--- src/design/dec_pkg.sv ---
// rv32i decode constants and types; only OP, OP-IMM, LUI, AUIPC and FENCE are recognised
`default_nettype none

package dec_pkg;

	localparam int xlen      = 32;
	localparam int reg_idx_w = 5;
	localparam int instr_w   = 32;
	localparam int gpr_num   = 1 << reg_idx_w; // x0 included

	// major opcodes, instr[6:0]
	localparam logic [6:0] op_lui    = 7'b0110111;
	localparam logic [6:0] op_auipc  = 7'b0010111;
	localparam logic [6:0] op_alu_rr = 7'b0110011;
	localparam logic [6:0] op_alu_ir = 7'b0010011;
	localparam logic [6:0] op_fence  = 7'b0001111;

	localparam logic [2:0] f3_add_sub = 3'b000;
	localparam logic [2:0] f3_sll     = 3'b001;
	localparam logic [2:0] f3_slt     = 3'b010;
	localparam logic [2:0] f3_sltu    = 3'b011;
	localparam logic [2:0] f3_xor     = 3'b100;
	localparam logic [2:0] f3_srl_sra = 3'b101;
	localparam logic [2:0] f3_or      = 3'b110;
	localparam logic [2:0] f3_and     = 3'b111;
	localparam logic [2:0] f3_fence   = 3'b000;
	localparam logic [2:0] f3_fence_i = 3'b001;

	localparam logic [6:0] f7_base = 7'b0000000;
	localparam logic [6:0] f7_alt  = 7'b0100000; // sub / sra

	// decode stays not ready this many cycles after a fence
	localparam int fence_wait_cycles = 5;
	localparam int fence_cnt_w = $clog2(fence_wait_cycles + 1);
	localparam logic [fence_cnt_w-1:0] fence_cnt_init = fence_cnt_w'(fence_wait_cycles);

	typedef enum logic [3:0] {
		alu_add,
		alu_sub,
		alu_slt,
		alu_sltu,
		alu_and,
		alu_or,
		alu_xor,
		alu_sll,
		alu_srl,
		alu_sra,
		alu_nop    // unknown opcode or fence
	} alu_op_t;

	typedef struct packed {
		alu_op_t              alu_op;
		logic [reg_idx_w-1:0] rs1;
		logic [reg_idx_w-1:0] rs2;
		logic [reg_idx_w-1:0] rd;
		logic                 rd_we;
		logic                 use_pc;    // auipc
		logic                 zero_src1; // lui
		logic                 use_imm;
		logic                 is_fence;
		logic [xlen-1:0]      imm;
	} dec_instr_t;

endpackage

`default_nettype wire

--- src/design/dec_bus_if.sv ---
// one decoded instruction inside the DEC cycle; purely combinational, no handshake
`default_nettype none

interface dec_bus_if (
	input wire [dec_pkg::xlen-1:0] pc // pc of the instruction in decode
);

	dec_pkg::dec_instr_t       instr;
	logic [dec_pkg::xlen-1:0]  src1;
	logic [dec_pkg::xlen-1:0]  src2;

	modport decoder (
		output instr
	);

	modport operand (
		input  instr,
		input  pc,
		output src1,
		output src2
	);

	modport stage (
		input instr,
		input pc,
		input src1,
		input src2
	);

endinterface

`default_nettype wire

--- src/design/dec_ex_reg.sv ---
// DEC-to-EX register; payload has no reset and is only meaningful while dec_valid is high
`default_nettype none

module dec_ex_reg (
	input wire                            cpu_clk,
	input wire                            cpu_rstn,
	dec_bus_if.stage                      bus,
	input wire                            accept,
	input wire                            ex_ready,
	input wire                            flush,
	output logic                          dec_valid,
	output dec_pkg::alu_op_t              alu_op_ex,
	output logic [dec_pkg::xlen-1:0]      src_data1_ex,
	output logic [dec_pkg::xlen-1:0]      src_data2_ex,
	output logic [dec_pkg::xlen-1:0]      pc_ex,
	output logic [dec_pkg::reg_idx_w-1:0] rd_ex,
	output logic                          rd_we_ex
);

	// control, rd_we_ex follows dec_valid down
	always_ff @(posedge cpu_clk or negedge cpu_rstn)
	begin
		if (!cpu_rstn)
		begin
			dec_valid <= 1'b0;
			rd_we_ex  <= 1'b0;
		end
		else if (flush)
		begin
			dec_valid <= 1'b0;
			rd_we_ex  <= 1'b0;
		end
		else if (accept)
		begin
			dec_valid <= 1'b1;
			rd_we_ex  <= bus.instr.rd_we;
		end
		else if (ex_ready)
		begin
			dec_valid <= 1'b0; // taken by EX, nothing new
			rd_we_ex  <= 1'b0;
		end
	end

	always_ff @(posedge cpu_clk)
	begin
		if (accept)
		begin
			alu_op_ex    <= bus.instr.alu_op;
			src_data1_ex <= bus.src1;
			src_data2_ex <= bus.src2;
			pc_ex        <= bus.pc;
			rd_ex        <= bus.instr.rd;
		end
	end

endmodule

`default_nettype wire

--- src/design/dec_stage.sv ---
// rv32i decode stage top; one-cycle latency, valid/ready on both sides, no M, branch or memory ops
`default_nettype none

module dec_stage (
	input wire                            cpu_clk,
	input wire                            cpu_rstn,
	input wire                            if_valid,
	input wire [dec_pkg::instr_w-1:0]     instr_dec,
	input wire [dec_pkg::xlen-1:0]        pc_dec,
	output logic                          dec_ready,
	output logic                          dec_valid,
	input wire                            ex_ready,
	input wire                            flush,
	input wire [dec_pkg::xlen-1:0]        alu_result_ex,
	input wire                            wr_valid_wb,
	input wire [dec_pkg::reg_idx_w-1:0]   rd_wb,
	input wire [dec_pkg::xlen-1:0]        wr_data_wb,
	output dec_pkg::alu_op_t              alu_op_ex,
	output logic [dec_pkg::xlen-1:0]      src_data1_ex,
	output logic [dec_pkg::xlen-1:0]      src_data2_ex,
	output logic [dec_pkg::xlen-1:0]      pc_ex,
	output logic [dec_pkg::reg_idx_w-1:0] rd_ex,
	output logic                          rd_we_ex,
	output logic                          fence_dec
);

	logic [dec_pkg::xlen-1:0] rdata1;
	logic [dec_pkg::xlen-1:0] rdata2;
	logic                     accept;
	logic                     timer_load;
	logic                     timer_busy;

	dec_bus_if i_bus (.pc(pc_dec));

	instr_decoder i_decoder (
		.instr (instr_dec),
		.valid (if_valid),
		.bus   (i_bus)
	);

	gpr_file i_gpr (
		.cpu_clk  (cpu_clk),
		.cpu_rstn (cpu_rstn),
		.wr_valid (wr_valid_wb),
		.wr_idx   (rd_wb),
		.wr_data  (wr_data_wb),
		.rs1      (i_bus.instr.rs1),
		.rs2      (i_bus.instr.rs2),
		.rdata1   (rdata1),
		.rdata2   (rdata2)
	);

	operand_select i_operand (
		.bus           (i_bus),
		.rdata1        (rdata1),
		.rdata2        (rdata2),
		.ex_valid      (dec_valid),
		.rd_ex         (rd_ex),
		.rd_we_ex      (rd_we_ex),
		.alu_result_ex (alu_result_ex),
		.wr_valid_wb   (wr_valid_wb),
		.rd_wb         (rd_wb),
		.wr_data_wb    (wr_data_wb)
	);

	fence_timer i_fence_timer (
		.cpu_clk  (cpu_clk),
		.cpu_rstn (cpu_rstn),
		.load     (timer_load),
		.clear    (flush),
		.busy     (timer_busy)
	);

	stall_ctrl i_stall (
		.cpu_clk    (cpu_clk),
		.cpu_rstn   (cpu_rstn),
		.if_valid   (if_valid),
		.is_fence   (i_bus.instr.is_fence),
		.ex_ready   (ex_ready),
		.ex_valid   (dec_valid),
		.flush      (flush),
		.timer_busy (timer_busy),
		.dec_ready  (dec_ready),
		.accept     (accept),
		.timer_load (timer_load),
		.fence_dec  (fence_dec)
	);

	dec_ex_reg i_ex_reg (
		.cpu_clk      (cpu_clk),
		.cpu_rstn     (cpu_rstn),
		.bus          (i_bus),
		.accept       (accept),
		.ex_ready     (ex_ready),
		.flush        (flush),
		.dec_valid    (dec_valid),
		.alu_op_ex    (alu_op_ex),
		.src_data1_ex (src_data1_ex),
		.src_data2_ex (src_data2_ex),
		.pc_ex        (pc_ex),
		.rd_ex        (rd_ex),
		.rd_we_ex     (rd_we_ex)
	);

endmodule

`default_nettype wire

--- src/design/fence_timer.sv ---
// fence drain counter; busy for fence_wait_cycles edges after load, clear wins over load
`default_nettype none

module fence_timer (
	input wire   cpu_clk,
	input wire   cpu_rstn,
	input wire   load,
	input wire   clear,
	output logic busy
);

	logic [dec_pkg::fence_cnt_w-1:0] count;

	always_ff @(posedge cpu_clk or negedge cpu_rstn)
	begin
		if (!cpu_rstn)
			count <= '0;
		else if (clear)
			count <= '0;
		else if (load)
			count <= dec_pkg::fence_cnt_init;
		else if (count != '0)
			count <= count - 1'b1; // saturates at zero
	end

	assign busy = (count != '0);

endmodule

`default_nettype wire

--- src/design/gpr_file.sv ---
// x1..x31 register file, cleared at reset; reads are combinational, x0 reads zero and ignores writes
`default_nettype none

module gpr_file (
	input wire                           cpu_clk,
	input wire                           cpu_rstn,
	input wire                           wr_valid,
	input wire [dec_pkg::reg_idx_w-1:0]  wr_idx,
	input wire [dec_pkg::xlen-1:0]       wr_data,
	input wire [dec_pkg::reg_idx_w-1:0]  rs1,
	input wire [dec_pkg::reg_idx_w-1:0]  rs2,
	output logic [dec_pkg::xlen-1:0]     rdata1,
	output logic [dec_pkg::xlen-1:0]     rdata2
);

	logic [dec_pkg::xlen-1:0] regs [1:dec_pkg::gpr_num-1]; // no storage for x0

	always_ff @(posedge cpu_clk or negedge cpu_rstn)
	begin
		if (!cpu_rstn)
		begin
			for (int i = 1; i < dec_pkg::gpr_num; i++)
				regs[i] <= '0;
		end
		else if (wr_valid && (wr_idx != '0))
		begin
			regs[wr_idx] <= wr_data;
		end
	end

	// no internal write-through, bypass is done in operand_select
	assign rdata1 = (rs1 == '0) ? '0 : regs[rs1];
	assign rdata2 = (rs2 == '0) ? '0 : regs[rs2];

endmodule

`default_nettype wire

--- src/design/instr_decoder.sv ---
// rv32i decoder for OP, OP-IMM, LUI, AUIPC, FENCE; anything else becomes a nop that writes no register
`default_nettype none

module instr_decoder (
	input wire [dec_pkg::instr_w-1:0] instr,
	input wire                        valid,
	dec_bus_if.decoder                bus
);

	logic [dec_pkg::instr_w-1:0] valid_instr;
	logic [6:0]                  opcode;
	logic [2:0]                  funct3;
	logic [6:0]                  funct7;
	logic                        is_lui;
	logic                        is_auipc;
	logic                        is_rr;
	logic                        is_ir;
	logic                        is_fence;
	logic                        f7_ok;
	dec_pkg::alu_op_t            alu_op;
	logic [dec_pkg::xlen-1:0]    imm_i;
	logic [dec_pkg::xlen-1:0]    imm_u;

	// a bubble decodes as opcode 0, i.e. a nop
	assign valid_instr = valid ? instr : '0;

	assign opcode = valid_instr[6:0];
	assign funct3 = valid_instr[14:12];
	assign funct7 = valid_instr[31:25];

	assign is_lui   = (opcode == dec_pkg::op_lui);
	assign is_auipc = (opcode == dec_pkg::op_auipc);
	assign is_rr    = (opcode == dec_pkg::op_alu_rr);
	assign is_ir    = (opcode == dec_pkg::op_alu_ir);
	assign is_fence = (opcode == dec_pkg::op_fence) &&
		((funct3 == dec_pkg::f3_fence) || (funct3 == dec_pkg::f3_fence_i));

	assign f7_ok = is_ir || (funct7 == dec_pkg::f7_base); // op-imm ignores funct7 here

	assign imm_i = {{20{valid_instr[31]}}, valid_instr[31:20]};
	assign imm_u = {valid_instr[31:12], 12'b0};

	always_comb
	begin
		alu_op = dec_pkg::alu_nop;
		if (is_lui || is_auipc)
			alu_op = dec_pkg::alu_add; // 0 + imm or pc + imm
		else if (is_rr || is_ir)
		begin
			case (funct3)
				dec_pkg::f3_add_sub:
					if (f7_ok)
						alu_op = dec_pkg::alu_add;
					else if (funct7 == dec_pkg::f7_alt)
						alu_op = dec_pkg::alu_sub;
				dec_pkg::f3_sll:  if (f7_ok) alu_op = dec_pkg::alu_sll;
				dec_pkg::f3_slt:  if (f7_ok) alu_op = dec_pkg::alu_slt;
				dec_pkg::f3_sltu: if (f7_ok) alu_op = dec_pkg::alu_sltu;
				dec_pkg::f3_xor:  if (f7_ok) alu_op = dec_pkg::alu_xor;
				dec_pkg::f3_or:   if (f7_ok) alu_op = dec_pkg::alu_or;
				dec_pkg::f3_and:  if (f7_ok) alu_op = dec_pkg::alu_and;
				// shift right picks srl/sra from funct7, for both formats
				dec_pkg::f3_srl_sra:
					if (funct7 == dec_pkg::f7_base)
						alu_op = dec_pkg::alu_srl;
					else if (funct7 == dec_pkg::f7_alt)
						alu_op = dec_pkg::alu_sra;
				default: alu_op = dec_pkg::alu_nop;
			endcase
		end
	end

	always_comb
	begin
		bus.instr.alu_op    = alu_op;
		bus.instr.rs1       = valid_instr[19:15];
		bus.instr.rs2       = valid_instr[24:20];
		bus.instr.rd        = valid_instr[11:7];
		bus.instr.rd_we     = (alu_op != dec_pkg::alu_nop);
		bus.instr.use_pc    = is_auipc;
		bus.instr.zero_src1 = is_lui;
		bus.instr.use_imm   = is_lui || is_auipc || is_ir;
		bus.instr.is_fence  = is_fence;
		if (is_ir)
			bus.instr.imm = imm_i;
		else if (is_lui || is_auipc)
			bus.instr.imm = imm_u;
		else
			bus.instr.imm = '0;
	end

endmodule

`default_nettype wire

--- src/design/operand_select.sv ---
// operand mux with EX then WB bypass; assumes rd_ex/rd_we_ex come from the DEC-to-EX register
`default_nettype none

module operand_select (
	dec_bus_if.operand                  bus,
	input wire [dec_pkg::xlen-1:0]      rdata1,
	input wire [dec_pkg::xlen-1:0]      rdata2,
	input wire                          ex_valid,
	input wire [dec_pkg::reg_idx_w-1:0] rd_ex,
	input wire                          rd_we_ex,
	input wire [dec_pkg::xlen-1:0]      alu_result_ex,
	input wire                          wr_valid_wb,
	input wire [dec_pkg::reg_idx_w-1:0] rd_wb,
	input wire [dec_pkg::xlen-1:0]      wr_data_wb
);

	logic [dec_pkg::xlen-1:0] rs1_val;
	logic [dec_pkg::xlen-1:0] rs2_val;

	// youngest producer wins
	function automatic logic [dec_pkg::xlen-1:0] bypass(
		input logic [dec_pkg::reg_idx_w-1:0] idx,
		input logic [dec_pkg::xlen-1:0]      rf_val
	);
		if (idx == '0)
			return '0;
		else if (ex_valid && rd_we_ex && (idx == rd_ex))
			return alu_result_ex;
		else if (wr_valid_wb && (idx == rd_wb))
			return wr_data_wb;
		else
			return rf_val;
	endfunction

	always_comb
	begin
		rs1_val = bypass(bus.instr.rs1, rdata1);
		rs2_val = bypass(bus.instr.rs2, rdata2);

		if (bus.instr.use_pc)
			bus.src1 = bus.pc;
		else if (bus.instr.zero_src1)
			bus.src1 = '0;
		else
			bus.src1 = rs1_val;

		bus.src2 = bus.instr.use_imm ? bus.instr.imm : rs2_val;
	end

endmodule

`default_nettype wire

--- src/design/stall_ctrl.sv ---
// decode hold FSM; ready needs EX room, accept is dropped under flush, fences hold for the timer
`default_nettype none

module stall_ctrl (
	input wire   cpu_clk,
	input wire   cpu_rstn,
	input wire   if_valid,
	input wire   is_fence,
	input wire   ex_ready,
	input wire   ex_valid,
	input wire   flush,
	input wire   timer_busy,
	output logic dec_ready,
	output logic accept,
	output logic timer_load,
	output logic fence_dec
);

	typedef enum logic {st_run, st_fence_hold} state_t;

	state_t state;
	state_t state_nxt;

	// hold releases as soon as the timer has run out
	assign dec_ready  = ((state == st_run) || !timer_busy) && (!ex_valid || ex_ready);
	assign accept     = if_valid && dec_ready && !flush;
	assign fence_dec  = accept && is_fence;
	assign timer_load = fence_dec;

	always_comb
	begin
		state_nxt = state;
		if (flush)
			state_nxt = st_run;
		else if (fence_dec)
			state_nxt = st_fence_hold; // also restarts the hold
		else if ((state == st_fence_hold) && !timer_busy)
			state_nxt = st_run;
	end

	always_ff @(posedge cpu_clk or negedge cpu_rstn)
	begin
		if (!cpu_rstn)
			state <= st_run;
		else
			state <= state_nxt;
	end

endmodule

`default_nettype wire

--- config.mk ---
export PLATFORM = sky130hd
export DESIGN_NAME = dec_stage
export DESIGN_NICKNAME = d
export VERILOG_FILES = /design/src/design/dec_pkg.sv /design/src/design/dec_bus_if.sv /design/src/design/dec_ex_reg.sv /design/src/design/dec_stage.sv /design/src/design/fence_timer.sv /design/src/design/gpr_file.sv /design/src/design/instr_decoder.sv /design/src/design/operand_select.sv /design/src/design/stall_ctrl.sv
export SDC_FILE = /design/constraint.sdc
export NUM_CORES = 2
export LEC_CHECK = 0
export BUFFER_PORTS_ARGS = -buffer_cell sky130_fd_sc_hd__buf_2
export CAP_MARGIN = 20
export CORE_MARGIN = 2
export CORE_UTILIZATION = 40
export DETAILED_ROUTE_END_ITERATION = 6
export HOLD_SLACK_MARGIN = 0.06
export PLACE_DENSITY = 0.66
export SYNTH_ARGS = -nofsm -noshare
export SYNTH_HDL_FRONTEND = slang
export SYNTH_SLANG_ARGS = --single-unit
--- constraint.sdc ---
create_clock -name cpu_clk -period 11.5 [get_ports cpu_clk]
set_input_delay 2.3 -clock cpu_clk [delete_from_list [all_inputs] [get_ports cpu_clk]]
set_output_delay 2.3 -clock cpu_clk [all_outputs]
set_load 0.005 [all_outputs]
# Word-level counts from Yosys, hierarchy flattened
# Index checks and enable logic that the tools add are counted.
totals:
  register_bits: 1103
  in_bits: 139
  out_inout_bits: 109
  word_cells: 144
op_classes:
  n_addsub: 1
  n_lt_le_gt_ge: 4
  n_eq_ne: 18
  n_mux: 45
  n_bitwise: 4
  n_reduce_logical: 32
op_table:
  columns: ["operator", "n"]
  rows:
  - ["$bwmux 992", 1]
  - ["$mux 32", 17]
  - ["$bmux 32 s5", 2]
  - ["$demux 32 s5", 1]
  - ["$mux 4", 11]
  - ["$pmux 4 s8", 1]
  - ["$eq 7x6->1 const B", 3]
  - ["$eq 5x5->1", 4]
  - ["$ge 6x6->1 const B", 3]
  - ["$not 5->6", 3]
  - ["$eq 7x5->1 const B", 2]
  - ["$logic_and 1x1->1", 13]
  - ["$eq 3x3->1 const B", 4]
  - ["$reduce_bool 3->1", 4]
  - ["$logic_not 5->1", 2]
  - ["$mux 3", 3]
  - ["$mux 1", 8]
  - ["$eq 7x4->1 const B", 1]
  - ["$logic_not 7->1", 1]
  - ["$logic_or 1x1->1", 7]
  - ["$eq 3x2->1 const B", 2]
  - ["$lt 6x1->1 const B", 1]
  - ["$reduce_bool 5->1", 1]
  - ["$ne 4x4->1 const B", 1]
  - ["6 further kinds", 8]

# Longest topological paths before layout
depth:
  depth_word: 10
  ltp_mapped: 12
  ltp_nobuf: 9

# Hierarchy
# From an unflattened synthesis, not the netlist that was laid out.
hier_totals:
  cells_unflattened: 4285
  area_unflattened_um2: 59714.8
by_module_without_submodules:
  columns: ["mod", "n_inst", "cells_per_inst", "area_per_inst_um2", "seq_area_each_um2"]
  rows:
  - ["gpr_file", 1, 3624, 53000.8, 24823.8]
  - ["dec_ex_reg", 1, 113, 3235.6, 3203.1]
  - ["operand_select", 1, 396, 2474.9, 0.0]
  - ["instr_decoder", 1, 125, 705.7, 0.0]
  - ["fence_timer", 1, 17, 196.4, 75.1]
  - ["stall_ctrl", 1, 10, 101.3, 25.0]

# Worst setup path after synthesis
# OpenSTA, ideal clock, no wires.
synth_path:
  path_kind: "input to output"
  start: "input if_valid"
  end: "output fence_dec"
  arrival_time_ps: 8271
  required_ps: 9200
  slack_ps: 929
  path_stages: 9
  path_buffers: 5
  path_cell_list: "buf_6 buf_6 buf_6 buf_4 buf_4 nand2_1 nor2_1 nand4_1 inv_1"
synth_between:
  word_cells_on_any_way: 9
  classes_between: "eq/ne: 2; mux: 1; reduce/logical: 6"
synth_lines:
  columns: ["element", "line", "text"]
  rows:
  - ["start, declared", "dec_stage.sv:7", "input wire if_valid,"]
  - ["$logic_and 1x1->1 (2 in series)", "stall_ctrl.sv:26", "assign accept = if_valid && dec_ready && !flush;"]
  - ["named net accept", "dec_stage.sv:29", "logic accept;"]
  - ["$logic_and 1x1->1", "stall_ctrl.sv:27", "assign fence_dec = accept && is_fence;"]
  - ["end, declared", "dec_stage.sv:24", "output logic fence_dec"]
# The timed path passes the listed nets, and every way through them passes these cells.

# Final worst setup path
layout_path:
  start: "input instr_dec[2] (netlist bit)"
  end: "output fence_dec"
layout_between:
  elab_chain_cells: 4
layout_rtl:
  columns: ["element", "line", "text"]
  rows:
  - ["start, declared", "dec_stage.sv:8", "input wire [dec_pkg::instr_w-1:0] instr_dec,"]
  - ["$mux 32", "instr_decoder.sv:25", "assign valid_instr = valid ? instr : '0;"]
  - ["$eq 7x4->1", "instr_decoder.sv:35", "assign is_fence = (opcode == dec_pkg::op_fence) &&"]
  - ["$logic_and 1x1->1", "instr_decoder.sv:35", null]
  - ["$logic_and 1x1->1", "stall_ctrl.sv:27", null]
# Every way passes these cells.

==> results_tabular.tex <==
\begin{tabular}{lr}
\hline
Metric & Value \\
\hline
\multicolumn{2}{l}{\textbf{Die}} \\
\quad Height of the die & between 300 and 400 um \\
\quad Total core area & 150,000 sq um \\
\quad Area enclosed by the die boundary & 154,000 sq um \\
\quad Initial core utilization & 0.403 \\
\quad Site Rows & 142 \\
\quad Width of the die & 393 um \\
\quad Count of boundary I/O pins & 248 \\
\multicolumn{2}{l}{\textbf{Setup path}} \\
\quad Largest driver fanout on the critical path & 24 \\
\quad Path type of the worst setup path & in2out \\
\quad Logic depth of the worst register-to-register path & 8 \\
\quad Launching element of the worst setup path & instr\_dec[2] \\
\quad Endpoint of the most critical register-to-register path & i\_ex\_reg.src\_data2\_ex[5]\$\_DFFE\_PP\_ \\
\quad CP startpoint kind & input pin \\
\quad Arrival time at the worst endpoint & approximately 3800 ps \\
\quad Endpoint type of the worst setup path & primary output \\
\quad Data required, critical path & 9200 ps \\
\quad R2r startpoint & i\_ex\_reg.rd\_ex[1]\$\_SDFFCE\_PN0P\_ \\
\quad Crit path to & fence\_dec \\
\quad R2r setup slk & around 8000 ps \\
\multicolumn{2}{l}{\textbf{Clocking}} \\
\quad Postcts setup bufs & 0 \\
\quad Hold bufs inserted after CTS & 0 \\
\quad Number of buffers on the longest clock path & 3 \\
\quad Number of gates resized after cts & 0 \\
\quad Clock tree from TritonCTS & built \\
\quad Clock slew at the register clock pins of the worst setup and hold paths & around 60 ps \\
\quad Number of levels the H-tree was split into & 3 \\
\quad Clock Latency Late Sink & 740 ps \\
\quad Number of buffers added by the clock tree synthesis step & 110 \\
\quad Master cell of the clock root buffer & sky130\_fd\_sc\_hd\_\_clkbuf\_16 \\
\quad Clock sink count & $\sim$1.1k \\
\multicolumn{2}{l}{\textbf{Synthesis}} \\
\quad Synthesis-stage register bit count & 1,103 \\
\quad Number of synthesis warnings & 0 \\
\quad Count of mapped cells out of synthesis & 5,172 \\
\quad Synthesized area & 60,500 sq um \\
\quad Mean Syn Cell Area & 11.7 sq um \\
\quad Leading area contributor after synthesis & sky130\_fd\_sc\_hd\_\_dfrtp\_1 \\
\quad Post-synth top flop & sky130\_fd\_sc\_hd\_\_dfrtp\_1 \\
\quad Mapped Nets & 5,313 \\
\quad Number of different library cells in the post-synthesis netlist & 82 \\
\quad Number of flops mapped to enable cells by yosys & 105 \\
\quad Top post-synthesis cells by area & sky130\_fd\_sc\_hd\_\_dfrtp\_1 (41\%), sky130\_fd\_sc\_hd\_\_mux2\_2 (20\%), sky130\_fd\_sc\_hd\_\_mux4\_2 (5.5\%) \\
\quad Fraction of synthesized cell area taken by the top area cell type & 0.413 \\
\quad Post-synthesis sequential area ratio & 0.465 \\
\quad Fraction of registers with async set/reset & 0.905 \\
\multicolumn{2}{l}{\textbf{Detailed routing}} \\
\quad \# DRC & 2 \\
\quad First-pass DRT Iterations & 7 \\
\quad Total length of routed wires & 229,000 um \\
\quad Avg Vias per Cell & between 6 and 7 \\
\quad Post-DR wirelength/cell & 31.8 um \\
\quad Initial drt markers & 6,544 \\
\quad Routed via count & 48.4k \\
\quad Number of antenna-violating nets in the routed design & 0 \\
\multicolumn{2}{l}{\textbf{STA}} \\
\quad Setup skew after layout & roughly 39 ps \\
\quad Final setup violating endpoints & 0 \\
\quad Highest attainable clock frequency & roughly 160 MHz \\
\quad Final hold violation count & 0 \\
\quad Final hold slack & around 500 ps \\
\quad Setup TNS after final layout & 0 ps \\
\quad Portion of the clock cycle consumed by the worst path in the final layout & 0.532 \\
\quad Number of pins with negative max-slew slack in the final report & 0 \\
\quad Slew of the pin with the lowest slew margin & 1250 ps \\
\quad Final min period & 6120 ps \\
\quad RSZ-0062 raised after global routing & false \\
\quad Tightest slew margin relative to the limit & 0.163 \\
\multicolumn{2}{l}{\textbf{Job}} \\
\quad Max-cap violations & 0 \\
\multicolumn{2}{l}{\textbf{Worst hold path}} \\
\quad Class of the tightest hold or removal check & reg2reg \\
\quad Hold path startpoint & i\_gpr.regs[607]\$\_DFFE\_PN0P\_ \\
\multicolumn{2}{l}{\textbf{Global routing}} \\
\quad Aggregate global routing overflow & 0 \\
\quad First-pass GRT wire length & $\sim$330,000 um \\
\quad Via count of the first global-routing pass & about 47k \\
\quad Antenna violations before repair & 11 \\
\quad Overall routing resource usage & 0.292 \\
\quad Maximum number of pins on one net before global-route repair & 172 \\
\multicolumn{2}{l}{\textbf{Final layout}} \\
\quad Number of standard cells in the layout, taps in and fillers out & 7,211 \\
\quad \# fillers & 13.7k \\
\quad Nets & approximately 5.2k \\
\quad Fraction of layout instances using a drive strength above 1 & 0.358 \\
\quad Syn-to-layout area delta & 10.4\% \\
\quad Sequential Area & 28,100 sq um \\
\quad Area of the multi-input gates & between 20,000 and 30,000 sq um \\
\quad Final Util & 0.446 \\
\multicolumn{2}{l}{\textbf{Place}} \\
\quad Post-DP HPWL & 136,000 um \\
\quad Placer Congestion & 0.931 \\
\quad Number of buffers added on ports & 247 \\
\quad Placed Instances & 7,001 \\
\multicolumn{2}{l}{\textbf{Pwr}} \\
\quad VDD IR max & between 0.0001 and 0.00015 V \\
\quad Reported leakage power & 0.0279 uW \\
\quad Power density relative to cell area & about 170 nW/um\^{}2 \\
\multicolumn{2}{l}{\textbf{Outcome}} \\
\quad Violations in the final reports & DRC \\
\quad Outcome & finished with violations \\
\hline
\end{tabular}
-- worst min path at each step --
stage	to	depth (start not counted)
after floorplan	i_gpr.regs[721]$_DFFE_PN0P_	1
after global placement	i_gpr.regs[592]$_DFFE_PN0P_	1
after detailed placement	i_gpr.regs[599]$_DFFE_PN0P_	1
after CTS	i_gpr.regs[607]$_DFFE_PN0P_	1
after global routing	i_gpr.regs[208]$_DFFE_PN0P_	1
final	i_gpr.regs[607]$_DFFE_PN0P_	1
-- critical path, stage by stage --
cell and delay, ps:
sky130_fd_sc_hd__buf_2 440, sky130_fd_sc_hd__inv_1 240, sky130_fd_sc_hd__nor4b_1 350, sky130_fd_sc_hd__nand4_1 210, sky130_fd_sc_hd__inv_1 150, sky130_fd_sc_hd__buf_2 130
-- layout by cell type, fill, tap and decap left out, drive strengths merged, types with 127 or more instances in the layout --
cell type	count
o22ai	127
a21oi	152
nor2	249
a211oi	165
nand2	357
clkbuf	168
mux2	1080
dfrtp	998
buf	369
mux2i	162
mux4	149
o21ai	137
-- sequential cells by signal, summed over array words and instances (netlist names) --
signal and flops:
i_ex_reg.alu_op_ex 4, i_ex_reg.dec_valid 1, i_ex_reg.pc_ex 32, i_ex_reg.rd_ex 5, i_ex_reg.rd_we_ex 1, i_ex_reg.src_data1_ex 32
i_ex_reg.src_data2_ex 32, i_fence_timer.count 3, i_gpr.regs 992, i_stall.state 1
-- final cells by class --
cell class | count | area share
clock inverters | 35 | 0.00672
clock buffers | 166 | 0.0499
multi-input cells | 3496 | 0.448
flip-flops and latches | 1103 | 0.421
repair buffers | 371 | 0.0349
diodes | 3 | 0.000112
inverters | 21 | 0.00122
well taps | 2016 | 0.0378
-- power by group --
group	switching, uW	internal (uW)
Combinational	1100	1120
Clock	1610	2210
Sequential	532	4650
Total	3240	7980
-- per-layer routing --
metal,share of wire,vias up,track usage
li1,-,19456,-
met1,0.36,24418,0.359
met2,0.43,3522,0.439
met3,0.13,986,0.0962
met4,0.076,8,0.189
met5,0.00026,-,0
-- cells by family (layout without fill, tap and decap cells) --
group,Yosys count,after routing,synth area share
buffers and inverters,573,593,0.0453
multiplexers,1391,1391,0.283
adder cells (fa/ha/maj),2,2,0.000414
flip-flops,1103,1103,0.465
AND/OR/NAND/NOR,979,979,0.0753
other,0,3,0
XOR/XNOR,12,12,0.00174
AO/OA/AOI/OAI,1112,1112,0.129
-- synth_stat cells, types with 28 or more instances --
master and number:
sky130_fd_sc_hd__nor3_1 81, sky130_fd_sc_hd__edfxtp_1 105, sky130_fd_sc_hd__a221oi_1 71, sky130_fd_sc_hd__a211oi_1 165
sky130_fd_sc_hd__o211ai_1 34, sky130_fd_sc_hd__mux2_2 1080, sky130_fd_sc_hd__nor2b_1 103, sky130_fd_sc_hd__buf_4 54
sky130_fd_sc_hd__a22oi_1 30, sky130_fd_sc_hd__nand2b_1 35, sky130_fd_sc_hd__dfrtp_1 998, sky130_fd_sc_hd__nor2_1 247
sky130_fd_sc_hd__mux2i_1 162, sky130_fd_sc_hd__or3_1 33, sky130_fd_sc_hd__buf_1 56, sky130_fd_sc_hd__a2111oi_0 63
sky130_fd_sc_hd__o22ai_1 127, sky130_fd_sc_hd__buf_2 137, sky130_fd_sc_hd__nor4_1 28, sky130_fd_sc_hd__o221ai_1 80
sky130_fd_sc_hd__mux4_2 149, sky130_fd_sc_hd__clkbuf_1 278, sky130_fd_sc_hd__o32ai_1 41, sky130_fd_sc_hd__nand2_1 356
sky130_fd_sc_hd__o21ai_0 130, sky130_fd_sc_hd__a21oi_1 152, sky130_fd_sc_hd__a31oi_1 107
-- stage by stage --
stage               area, sq um  setup slack [ps]  total power, uW
floorplan                 60500               929             6650
global placement          63000              4440             7300
detailed placement        63000              5030             7390
CTS                       66800              5460            11200
global route              66800              5310            11600
finish                    66800              5380            11200
(Power assumes the default switching activity.)
